### config.mk
export PLATFORM = sky130hd
export DESIGN_NAME = imm_mixer
export DESIGN_NICKNAME = d
export VERILOG_FILES = /design/src/rtl/imm_pkg.sv /design/src/rtl/imm_mixer.sv
export SDC_FILE = /design/constraint.sdc
export NUM_CORES = 1
export LEC_CHECK = 0
export ABC_CLOCK_PERIOD_IN_PS = 1600
export BUFFER_PORTS_ARGS = -buffer_cell sky130_fd_sc_hd__buf_2
export CAP_MARGIN = 20
export CORE_AREA = 2 2 302 304
export CTS_CLUSTER_SIZE = 25
export DETAILED_ROUTE_END_ITERATION = 8
export DIE_AREA = 0 0 304 306
export PLACE_DENSITY = 0.35
export SETUP_SLACK_MARGIN = 0.2
export SYNTH_ARGS = -nofsm -noshare
export SYNTH_HDL_FRONTEND = slang
export SYNTH_SLANG_ARGS = --single-unit
### constraint.sdc
create_clock -name clk -period 1.6 [get_ports clk]
set_clock_uncertainty 0.15 [all_clocks]
set_input_delay 0.32 -clock clk [delete_from_list [all_inputs] [get_ports clk]]
set_output_delay 0.32 -clock clk [all_outputs]
set_load 0.01 [all_outputs]
### src/rtl/imm_pkg.sv
package imm_pkg;

    // =========================================================================
    // Fixed-point types
    // =========================================================================

    // Q16.16 signed value, used for every coordinate
    typedef logic signed [31:0] q16_t;

    // Probability where 0x10000 would be 1.0
    // Held in 16 bits so it saturates at 0xFFFF
    typedef logic [15:0] prob_t;

    typedef struct packed {
        q16_t x;
        q16_t y;
        q16_t z;
    } vec3_t;

    // Full kinematic state, 288 bits
    typedef struct packed {
        vec3_t pos;
        vec3_t vel;
        vec3_t acc;
    } state_vec_t;

    typedef enum logic [1:0] {
        MODEL_CV   = 2'd0,
        MODEL_CA   = 2'd1,
        MODEL_CT   = 2'd2,
        MODEL_JERK = 2'd3
    } model_kind_t;

    // Per-model result handed to the combiner
    typedef struct packed {
        state_vec_t  pred;
        logic [31:0] lik;
    } model_out_t;

    // =========================================================================
    // Filter constants
    // =========================================================================
    localparam int NUM_MODELS   = 4;
    localparam int STATE_COORDS = 9;

    // Sample interval 0.0625 and half its square
    localparam q16_t DT         = 32'sh0000_1000;
    localparam q16_t DT_SQ_HALF = 32'sh0000_0080;

    // Small-angle turn and jerk growth shifts
    localparam int CT_ROT_SHIFT = 20;
    localparam int JERK_SHIFT   = 6;

    // Model probabilities
    localparam prob_t P_STAY  = 16'h0CCC;
    localparam prob_t MU_INIT = 16'h4000;

    // Likelihood numerator and the value used without a measurement
    localparam logic [31:0] LIK_PRIOR = 32'h0001_0000;
    localparam logic [31:0] LIK_NUM   = 32'hFFFF_FFFF;

    // Position correction gain of one half
    localparam int GAIN_SHIFT = 1;

    // Signed product with a right shift, 16 gives a plain Q16.16 multiply
    function automatic q16_t q_mul_shr(q16_t a, q16_t b, int unsigned sh);
        logic signed [63:0] prod;
        prod = a * b;
        prod = prod >>> sh;
        return prod[31:0];
    endfunction

endpackage
### src/rtl/imm_mixer.sv
`timescale 1ns/1ps

module imm_mixer (
    input  logic                 clk,
    input  logic                 rst_n,
    input  logic                 valid_in,
    input  imm_pkg::vec3_t       meas_pos,
    input  logic                 meas_valid,
    input  imm_pkg::state_vec_t  fused_state,
    output imm_pkg::state_vec_t  mix_state,
    output imm_pkg::vec3_t       mix_meas,
    output logic                 mix_meas_valid,
    output logic                 mix_strobe
);

    // =========================================================================
    // Update capture
    // =========================================================================

    // Simplified mixing
    // Every model restarts from the last published fused state
    // The state is captured at the same edge as the measurement, so an
    // update in flight keeps the prior it started with
    always_ff @(posedge clk) begin
        if (valid_in) begin
            mix_state <= fused_state;
            mix_meas  <= meas_pos;
        end
    end

    // Measurement flag and model start strobe
    always_ff @(posedge clk or negedge rst_n) begin
        if (!rst_n) begin
            mix_meas_valid <= 1'b0;
            mix_strobe     <= 1'b0;
        end else begin
            // Strobe lasts exactly one cycle per accepted input
            mix_strobe <= valid_in;
            if (valid_in) begin
                mix_meas_valid <= meas_valid;
            end
        end
    end

    // Measurement and flag stay held between updates
    // The combiner delay line samples them every cycle and relies on that

endmodule

==> flow_summary.ini, run 1 <==
[placement]
place_ws_ps = 203
place_hpwl_um = 33500
routabilityCongestion = 0.805
port_buffers = 773

[synth]
synthMuxAreaShare_pct = 0.129
syn_area_um2 = 11600
synth_xor_area_share_pct = 0
synth-simple-area-share_pct = 0
yosysSeqAreaShare_pct = 99.9
synthAdderAreaFrac_pct = 0
synthesis.nets = 775
synth_cell_type_count = 3
netlist.area_leader.share_pct = 99.4
yosysTopAreaCell = edfxtp_1
yosys_warnings = 0
ys_ff_latch = 386
synth.avg_cell_area_um2 = 30.0
synth_top_family_by_area = multiplexers
syn_inst = 387
ys_top_cells_by_area = edfxtp_1 (99%), dfrtp_1 (0.43%), mux2_4 (0.13%)
synth_compound_area_share_pct = 0

[global_routing]
grt-ovfl-total = 0
grt_pass1_vias = 10200
grt_max_degree = 33
track_usage_pct = 8.90
grt_pass1_wl_um = 62200
antenna_found_initial = 4

[routing]
drc_errors = 0
via_count = 8836
ant_nets = 0
routed_wl_um = 43500
drt_iter0_markers = 344
via_per_inst = 3.11
wire_per_inst_um = 15.3
firstDrtPassIters = 4

[floorplanning]
die_height_um = 306
row_count = 110
die_x_um = 304
die-area_um2 = 93000
ios = 774
start_util_pct = 12.9
core-area_um2 = 89600

[clock_tree]
clockBufferDepth = 3
clk_latency_ps = 550
clkTransAtPathRegs_ps = 60
cts_root_buf = clkbuf_16
cts_tree = built
cts.sinks = 386
numCtsBuffers = 45
htreeDepth = 2

[timing]
rsz0062_at_grt = yes
report.final.hold_viol_count = 0
setup_slack_ps = -60.7
setup_viol = 3
period_minus_slack_ps = 1660
slew_violations = 0
fmax_mhz = 602
fin_tns_setup_ps = -83.8
relSlewSlack_pct = 82.1
min_period_over_period_pct = 104
worstMarginPinSlew_ps = 268

[critical_path]
r2r_end = mix_meas_valid
crit_chain = buf_2
cp.arrival_ps = 1190
cp_slowest_cell = edfxtp_1
critPathBufInv = 1
critPathLaunchType = flip-flop
crit_path_start = mix_meas[44]
critPathMaxFanout = 1
rrSetupSlack_ps = 560
crit_family = flip-flops
r2r_cells = 2
r2r_start = mix_meas_valid
crit_type = flip-flop to output port
required_ps = 1130
critPathMaxStageDelay_ps = 460
end_kind = output port

[worst_hold_path]
min_from = valid_in
min_path_type = primary input to flip-flop
holdPathEnd = mix_meas[42]
hold_path_depth = 2

[finish]
nets = 2027
drive_gt1_share_pct = 52.6
area_delta_synth_final_pct = 100

[pwr]
power_density_nw_per_um2 = 1080
irDropWorstVdd_v = 0.000835
leakage_nw = 9.57

[run]
cap_violations = 0

[status]
violations = setup timing
status = complete, but fails checks
[synth_stat cells]
master	number
edfxtp_1	384
mux2_4	1
dfrtp_1	2
[routing by layer]
layer	up-vias	share of wire, %	wire (µm)	track usage, %
met1	4215	34	14800	8.61
li1	4096	-	-	-
met5	-	0	0	0
met3	67	7.8	3380	2.99
met4	0	3.2	1390	3.40
met2	458	55	24000	17.2
[registers in the layout (all words and copies together), names as in the netlist]
register	flops
mix_state	288
mix_strobe	1
mix_meas_valid	1
mix_meas	96
[per-stage QoR]
stage	area [µm²]	cells	power (mW)	util (%)	hold slack, ps
floorplan	11600	387	12.9	-	-126
global placement	17400	2380	14.6	19.4	-32.5
detailed placement	17400	2380	14.6	19.4	-30.3
CTS	23000	2842	25.5	25.6	47.3
global route	23200	2843	26.1	25.9	66.8
finish	23200	2843	25.1	25.9	95.0
[layout make-up]
cell class	instances	area, µm²
Antenna cell	1	2.50
Clock buffer	49	1140
Clock inverter	25	214
Fill cell	9306	66400
Multi-Input combinational cell	1	15.0
Sequential cell	386	11600
Tap cell	1176	1470
Timing Repair Buffer	1205	8780
[layout by cell type, fill, tap and decap left out]
cell,synthesis,final
buf_2,0,678
dlygate4sd3_1,0,387
edfxtp_1,384,384
buf_6,0,94
clkbuf_16,0,45
buf_4,0,37
clkinv_1,0,12
clkinv_2,0,8
buf_12,0,8
clkbuf_1,0,4
bufinv_16,0,4
dfrtp_1,2,2
diode_2,0,1
mux2_4,1,1
clkinv_4,0,1
buf_8,0,1
[worst max-delay path by stage]
stage | to | slack, ps | cells past startpoint
3_5_place_dp | mix_state[0] | 200 | 3
6_report | mix_meas[44] | -60 | 1
2_1_floorplan | mix_meas_valid | 670 | 1
5_1_grt | mix_meas[44] | -120 | 1
4_1_cts | mix_meas[44] | -160 | 1
3_3_place_gp | mix_state[165] | 220 | 3
[power breakdown]
part	leakage, nW	switching, mW	total (mW)	internal [mW]
Combinational	5.12	1.36	3.12	1.76
Sequential	3.78	0.262	12.3	12.0
Clock	0.670	3.94	9.65	5.71
[cell families after synthesis]
logic type / Yosys count
DFF: 386
muxes: 1
[timing repair]
action	CTS	global route
hold buffers	387	0
buffers inserted	1	0
resized for setup	74	47
setup endpoints to repair	386	386
hold endpoints to repair	387	0
Note: power is estimated with default switching activity, not from simulation.
==> run 2, diff against run 1 <==
==> constraint.sdc (replaced) <==
create_clock -name clk -period 1.6 [get_ports clk]
set_clock_uncertainty 0.15 [all_clocks]
set_input_delay 0.08 -clock clk [delete_from_list [all_inputs] [get_ports clk]]
set_output_delay 0.08 -clock clk [all_outputs]
set_load 0.01 [all_outputs]
==> flow_summary.ini, run 2 (same netlist as run 1, synthesis figures left out) <==
[clock_tree]
clk_latency_ps = 570
cts_tree = built
numCtsBuffers = 44
clockBufferDepth = 3
cts.sinks = 386
htreeDepth = 2
cts_root_buf = clkbuf_16
clkTransAtPathRegs_ps = 60

[routing]
drc_errors = 0
via_per_inst = 3.12
drt_iter0_markers = 369
firstDrtPassIters = 4
via_count = 9021
ant_nets = 0
routed_wl_um = 43200
wire_per_inst_um = 15.0

[global_routing]
grt_pass1_vias = 10300
grt-ovfl-total = 0
track_usage_pct = 8.88
grt_pass1_wl_um = 61900
antenna_found_initial = 1
grt_max_degree = 48

[floorplanning]
die-area_um2 = 93000
row_count = 110
die_x_um = 304
start_util_pct = 12.9
die_height_um = 306
core-area_um2 = 89600
ios = 774

[critical_path]
endpoint = mix_meas[44]
rrSetupSlack_ps = 580
required_ps = 1370
r2r_start = mix_meas_valid
crit_type = flip-flop to output port
critPathMaxFanout = 1
end_kind = output port
r2r_end = mix_meas_valid
crit_path_start = mix_meas[44]
r2r_cells = 2
cp_slowest_cell = edfxtp_1
critPathMaxStageDelay_ps = 480
critPathLaunchType = flip-flop
critPathBufInv = 1
crit_family = flip-flops
cp.depth = 1
cp.arrival_ps = 1240
crit_chain = buf_2

[finish]
nets = 2068
most-common-layout-cells = buf_2 (751), dlygate4sd3_1 (446), edfxtp_1 (384)
diodes = 0
drive_gt1_share_pct = 50.6
final_common_cell = buf_2
filler_cell_count = 9288
largest_reg_flops = 288
top_register = mix_state
multi_input_comb_area_um2 = 15.0
reg.largest.list = mix_state: 288 flops, mix_meas: 96 flops
area.sequential_um2 = 11600
area_delta_synth_final_pct = 100

[timing]
fmax_mhz = 681
fin_tns_setup_ps = 0
setup_viol = 0
rsz0062_at_grt = yes
relSlewSlack_pct = 79.7
report.final.hold_viol_count = 0
min_period_over_period_pct = 91.8
period_minus_slack_ps = 1470
worstMarginPinSlew_ps = 305
setup_slack_ps = 131
slew_violations = 0

[pwr]
power_density_nw_per_um2 = 1090
leakage_nw = 9.59
p_seq_share_pct = 48.6
sw_frac_of_total_pct = 22.3
power.switching_mw = 5.63
irDropWorstVdd_v = 0.000747
power_mw = 25.2
internal-power_mw = 19.6
combinationalPowerShare_pct = 12.0
clock_power_share_pct = 39.5

[placement]
place_hpwl_um = 32400
place_ws_ps = 367
routabilityCongestion = 0.805
port_buffers = 773

[worst_hold_path]
min_path_type = primary input to flip-flop

[run]
cap_violations = 0

[status]
status = finished, final reports clean
run 2: changes by cell type in the layout (fill, tap and decap cells not counted), sizes merged:
cell	delta
buf	-17
bufinv	+1
clkbuf	+1
clkinv	-1
clkinvlp	+2
diode	-1
dlygate4sd3	+59
run 2: per-stage QoR:
step / hold slack, ps / cells / utilization, % / cell area, µm²
finish: 67.6 / 2887 / 25.9 / 23200
global route: 25.2 / 2887 / 25.9 / 23200
CTS: 0.00117 / 2887 / 25.9 / 23200
detailed placement: -277 / 2363 / 19.2 / 17200
global placement: -277 / 2363 / 19.2 / 17200
floorplan: -366 / 387 / - / 11600
run 2: per-layer routing:
layer | up-vias | part of all wire [%] | global-route usage (%)
li1 | 4177 | - | -
met1 | 4308 | 34 | 8.29
met2 | 460 | 54 | 17.0
met3 | 76 | 8.3 | 3.24
met4 | 0 | 3.8 | 4.13
met5 | - | 0 | 0
run 2: repair_timing:
| item | CTS | global route |
|---|---|---|
| pin swaps | 0 | 0 |
| gates resized for setup | 26 | 11 |
| hold endpoints to repair | 599 | 0 |
| hold buffers | 446 | 0 |
| buffers inserted | 1 | 0 |
| endpoints found under the setup margin | 97 | 60 |
run 2: area by class of cell:
class	count	share of cell area (%)
Clock inverter	27	1.13
Clock buffer	50	4.93
Tap cell	1176	6.33
Multi-Input combinational cell	1	0.0646
Sequential cell	386	49.9
Timing Repair Buffer	1247	37.7
run 2: worst min path at each step:
stage | end | slack, ps | cells after the start | start
global route | mix_state[92] | 30 | 2 | fused_state[92]
CTS | mix_meas[90] | 0.001 | 2 | meas_pos[90]
floorplan | mix_meas_valid | -370 | 0 | rst_n
global placement | mix_meas_valid | -280 | 1 | rst_n
detailed placement | mix_strobe | -280 | 1 | rst_n
finish | mix_state[283] | 70 | 2 | fused_state[283]
run 2: power by group through the flow:
stage	sequential, mW	combinational [mW]	clock [mW]
6_report	12.2	3.02	9.95
3_3_place_gp	12.4	2.14	0
5_1_grt	12.3	3.23	10.8
2_1_floorplan	12.9	0.00415	0
3_5_place_dp	12.4	2.14	0
4_1_cts	12.2	3.06	10.4
run 2: worst register-to-register path: cells and delay by family (launching register included):
family	cells	cell delay [ps]
flip-flops	1	370
buffers and inverters	1	130
multiplexers	1	260
==> run 3, diff against run 2 <==
- ABC_CLOCK_PERIOD_IN_PS: 1600 -> not set
- CTS_CLUSTER_SIZE: 25 -> not set
- GPL_TIMING_DRIVEN: not set -> 0
==> flow_summary.ini, run 3 <==
[status]
status = aborted with a tool error
lastStage = 4_1_cts
error = [ERROR RSZ-0060] Max buffer count reached.

[clock_tree]
cts_root_buf = clkbuf_16
cts_hold_buf = 487
htreeDepth = 2
clockBufferDepth = 3
cts.sinks = 386
post_cts_buffers = 1
numCtsBuffers = 47
cts_resized = 119

[synth]
yosys_warnings = 0
synthFlopType = edfxtp_1
ys_ff_latch = 386
synth_cell_type_count = 3
synthesis.nets = 775
yosysTopAreaCell = edfxtp_1
synth_common_cells = edfxtp_1 (384), dfrtp_1 (2), mux2_4 (1)
yosysSeqAreaShare_pct = 99.9
syn_area_um2 = 11600
ys_top_cells_by_area = edfxtp_1 (99%), dfrtp_1 (0.43%), mux2_4 (0.13%)
synth_edf_count = 384
ys_async_sr_fraction_pct = 0.518
netlist.area_leader.share_pct = 99.4
synth.avg_cell_area_um2 = 30.0
syn_inst = 387
yosysMostFrequentCell = edfxtp_1

[placement]
place_hpwl_um = 30600
port_buffers = 773
routabilityCongestion = 0.750

[floorplanning]
start_util_pct = 12.9
row_count = 110
ios = 774
die_x_um = 304
die_height_um = 306
## run 3: cell counts after synthesis
Identical to the previous run, type by type.
## run 3: cell families after synthesis
logic type / Yosys count / share of synthesized area, %
mux: 1 / 0.129
flops: 386 / 99.9
## run 3: through the flow
stage / setup slack (ps) / hold slack, ps / cells / utilization, % / area (µm²)
floorplan: 671 / -366 / 387 / - / 11600
global placement: -5770 / -269 / 2336 / 18.9 / 16900
detailed placement: -556 / -269 / 2339 / 19.0 / 17000
==> run 4, diff against run 3 <==
- PLACE_DENSITY: 0.35 -> not set
- PLACE_DENSITY_LB_ADDON: not set -> 0.15
- SETUP_SLACK_MARGIN: 0.2 -> not set
==> flow_summary.ini, run 4 (same netlist as run 1, synthesis figures left out) <==
[status]
status = complete, but fails checks
violations = hold timing

[pwr]
irDropWorstVdd_v = 0.000624
power_density_nw_per_um2 = 1140
internal-power_mw = 20.4
power.switching_mw = 5.77
leakage_nw = 9.42
power_mw = 26.1
sw_frac_of_total_pct = 22.1
clock_power_share_pct = 42.2
combinationalPowerShare_pct = 11.0
p_seq_share_pct = 46.8

[floorplanning]
ios = 774
start_util_pct = 12.9
die_height_um = 306
die_x_um = 304
core-area_um2 = 89600
die-area_um2 = 93000
row_count = 110

[routing]
drt_iter0_markers = 283
routed_wl_um = 43600
wire_per_inst_um = 15.3
ant_nets = 0
via_per_inst = 3.09
firstDrtPassIters = 4
drc_errors = 0
via_count = 8779

[critical_path]
critPathMaxFanout = 1
critPathLaunchType = flip-flop
crit_path_start = mix_meas[28]
crit_type = flip-flop to output port
crit_family = flip-flops
rrSetupSlack_ps = 690
r2r_start = mix_meas_valid
critPathMaxStageDelay_ps = 560
crit_chain = buf_6
cp.arrival_ps = 1350
cp_slowest_cell = edfxtp_1
critPathBufInv = 1
r2r_cells = 1
required_ps = 1370
end_kind = output port
r2r_end = mix_meas_valid

[timing]
slew_violations = 0
worstMarginPinSlew_ps = 684
relSlewSlack_pct = 54.4
period_minus_slack_ps = 1580
fmax_mhz = 634
report.final.hold_viol_count = 89
fin_hold_ws_ps = -188
setup_slack_ps = 22.3
rsz0062_at_grt = yes
setup_viol = 0
min_period_over_period_pct = 98.6

[clock_tree]
clockBufferDepth = 3
cts_tree = built
post_cts_buffers = 0
numCtsBuffers = 46
cts.sinks = 386
clkTransAtPathRegs_ps = 60
htreeDepth = 2
cts_root_buf = clkbuf_16
clk_latency_ps = 580
cts_hold_buf = 420

[worst_hold_path]
min_from = valid_in
hold_path_depth = 1
min_path_type = primary input to flip-flop
holdPathEnd = mix_state[211]

[placement]
routabilityCongestion = 0.708
port_buffers = 773
place_hpwl_um = 32200
place_ws_ps = -729
place_inst = 2339

[finish]
final_common_cell = buf_2
largest_reg_flops = 288
fin_cells = 2845
most-common-layout-cells = buf_2 (770), dlygate4sd3_1 (420), edfxtp_1 (384)
top_register = mix_state
drive_gt1_share_pct = 50.6
area_delta_synth_final_pct = 97.2
nets = 2020
reg.largest.list = mix_state: 288 flops, mix_meas: 96 flops

[global_routing]
grt_max_degree = 112
antenna_found_initial = 4
grt-ovfl-total = 0
grt_pass1_vias = 9895
grt_pass1_wl_um = 62300
track_usage_pct = 8.95

[run]
cap_violations = 0
## run 4: power groups by stage
| stage | Clock [mW] | Combinational [mW] | Sequential, mW |
|---|---|---|---|
| after floorplan | 0 | 0.00415 | 12.9 |
| after detailed placement | 0 | 2.08 | 12.4 |
| final | 11.0 | 2.88 | 12.2 |
| after global placement | 0 | 2.06 | 12.6 |
| after global routing | 11.9 | 3.09 | 12.3 |
| after CTS | 11.5 | 2.94 | 12.2 |
## run 4: what timing repair did
item / in CTS / in global routing
gates resized for setup: 4 / 0
endpoints found under the setup margin: 86 / 63
endpoints found under the hold margin: 476 / 89
gates cloned: 0 / 1
## run 4: area by class of cell
| type | instances | area, µm² |
|---|---|---|
| fillers | 9383 | 66700 |
| flip-flops and latches | 386 | 11600 |
| repair buffers | 1197 | 8210 |
| well taps | 1176 | 1470 |
| clock buffers | 54 | 1240 |
| clock inverters | 30 | 340 |
| multi-input cells | 1 | 15.0 |
| diodes | 1 | 2.50 |
## run 4: how the worst max path moves through the flow
| stage | endpoint | slack [ps] | cells past startpoint |
|---|---|---|---|
| after global routing | mix_meas[28] | -70 | 1 |
| after floorplan | mix_meas_valid | 670 | 1 |
| after CTS | mix_meas[28] | -90 | 1 |
| final | mix_meas[28] | 20 | 1 |
| after detailed placement | mix_state[30] | -730 | 3 |
| after global placement | mix_meas_valid | -5950 | 2 |
## run 4: metal layers
layer	share of wire, %	GRT usage (%)	wire length [µm]	vias to the layer above
li1	-	-	-	4097
met1	34	8.59	14800	4172
met2	54	16.9	23600	415
met3	8.1	3.39	3530	89
met4	3.7	3.86	1620	6
met5	0.078	0	34	-
## run 4: through the flow
step / instance area, µm² / setup TNS (ps) / hold WS (ps) / utilization [%]
floorplan: 11600 / 0 / -366 / -
global placement: 16900 / -2199110 / -262 / 18.9
detailed placement: 17000 / -145580 / -261 / 19.0
CTS: 22800 / -111 / -249 / 25.5
global route: 22900 / -75.3 / -205 / 25.5
finish: 22900 / 0 / -188 / 25.5
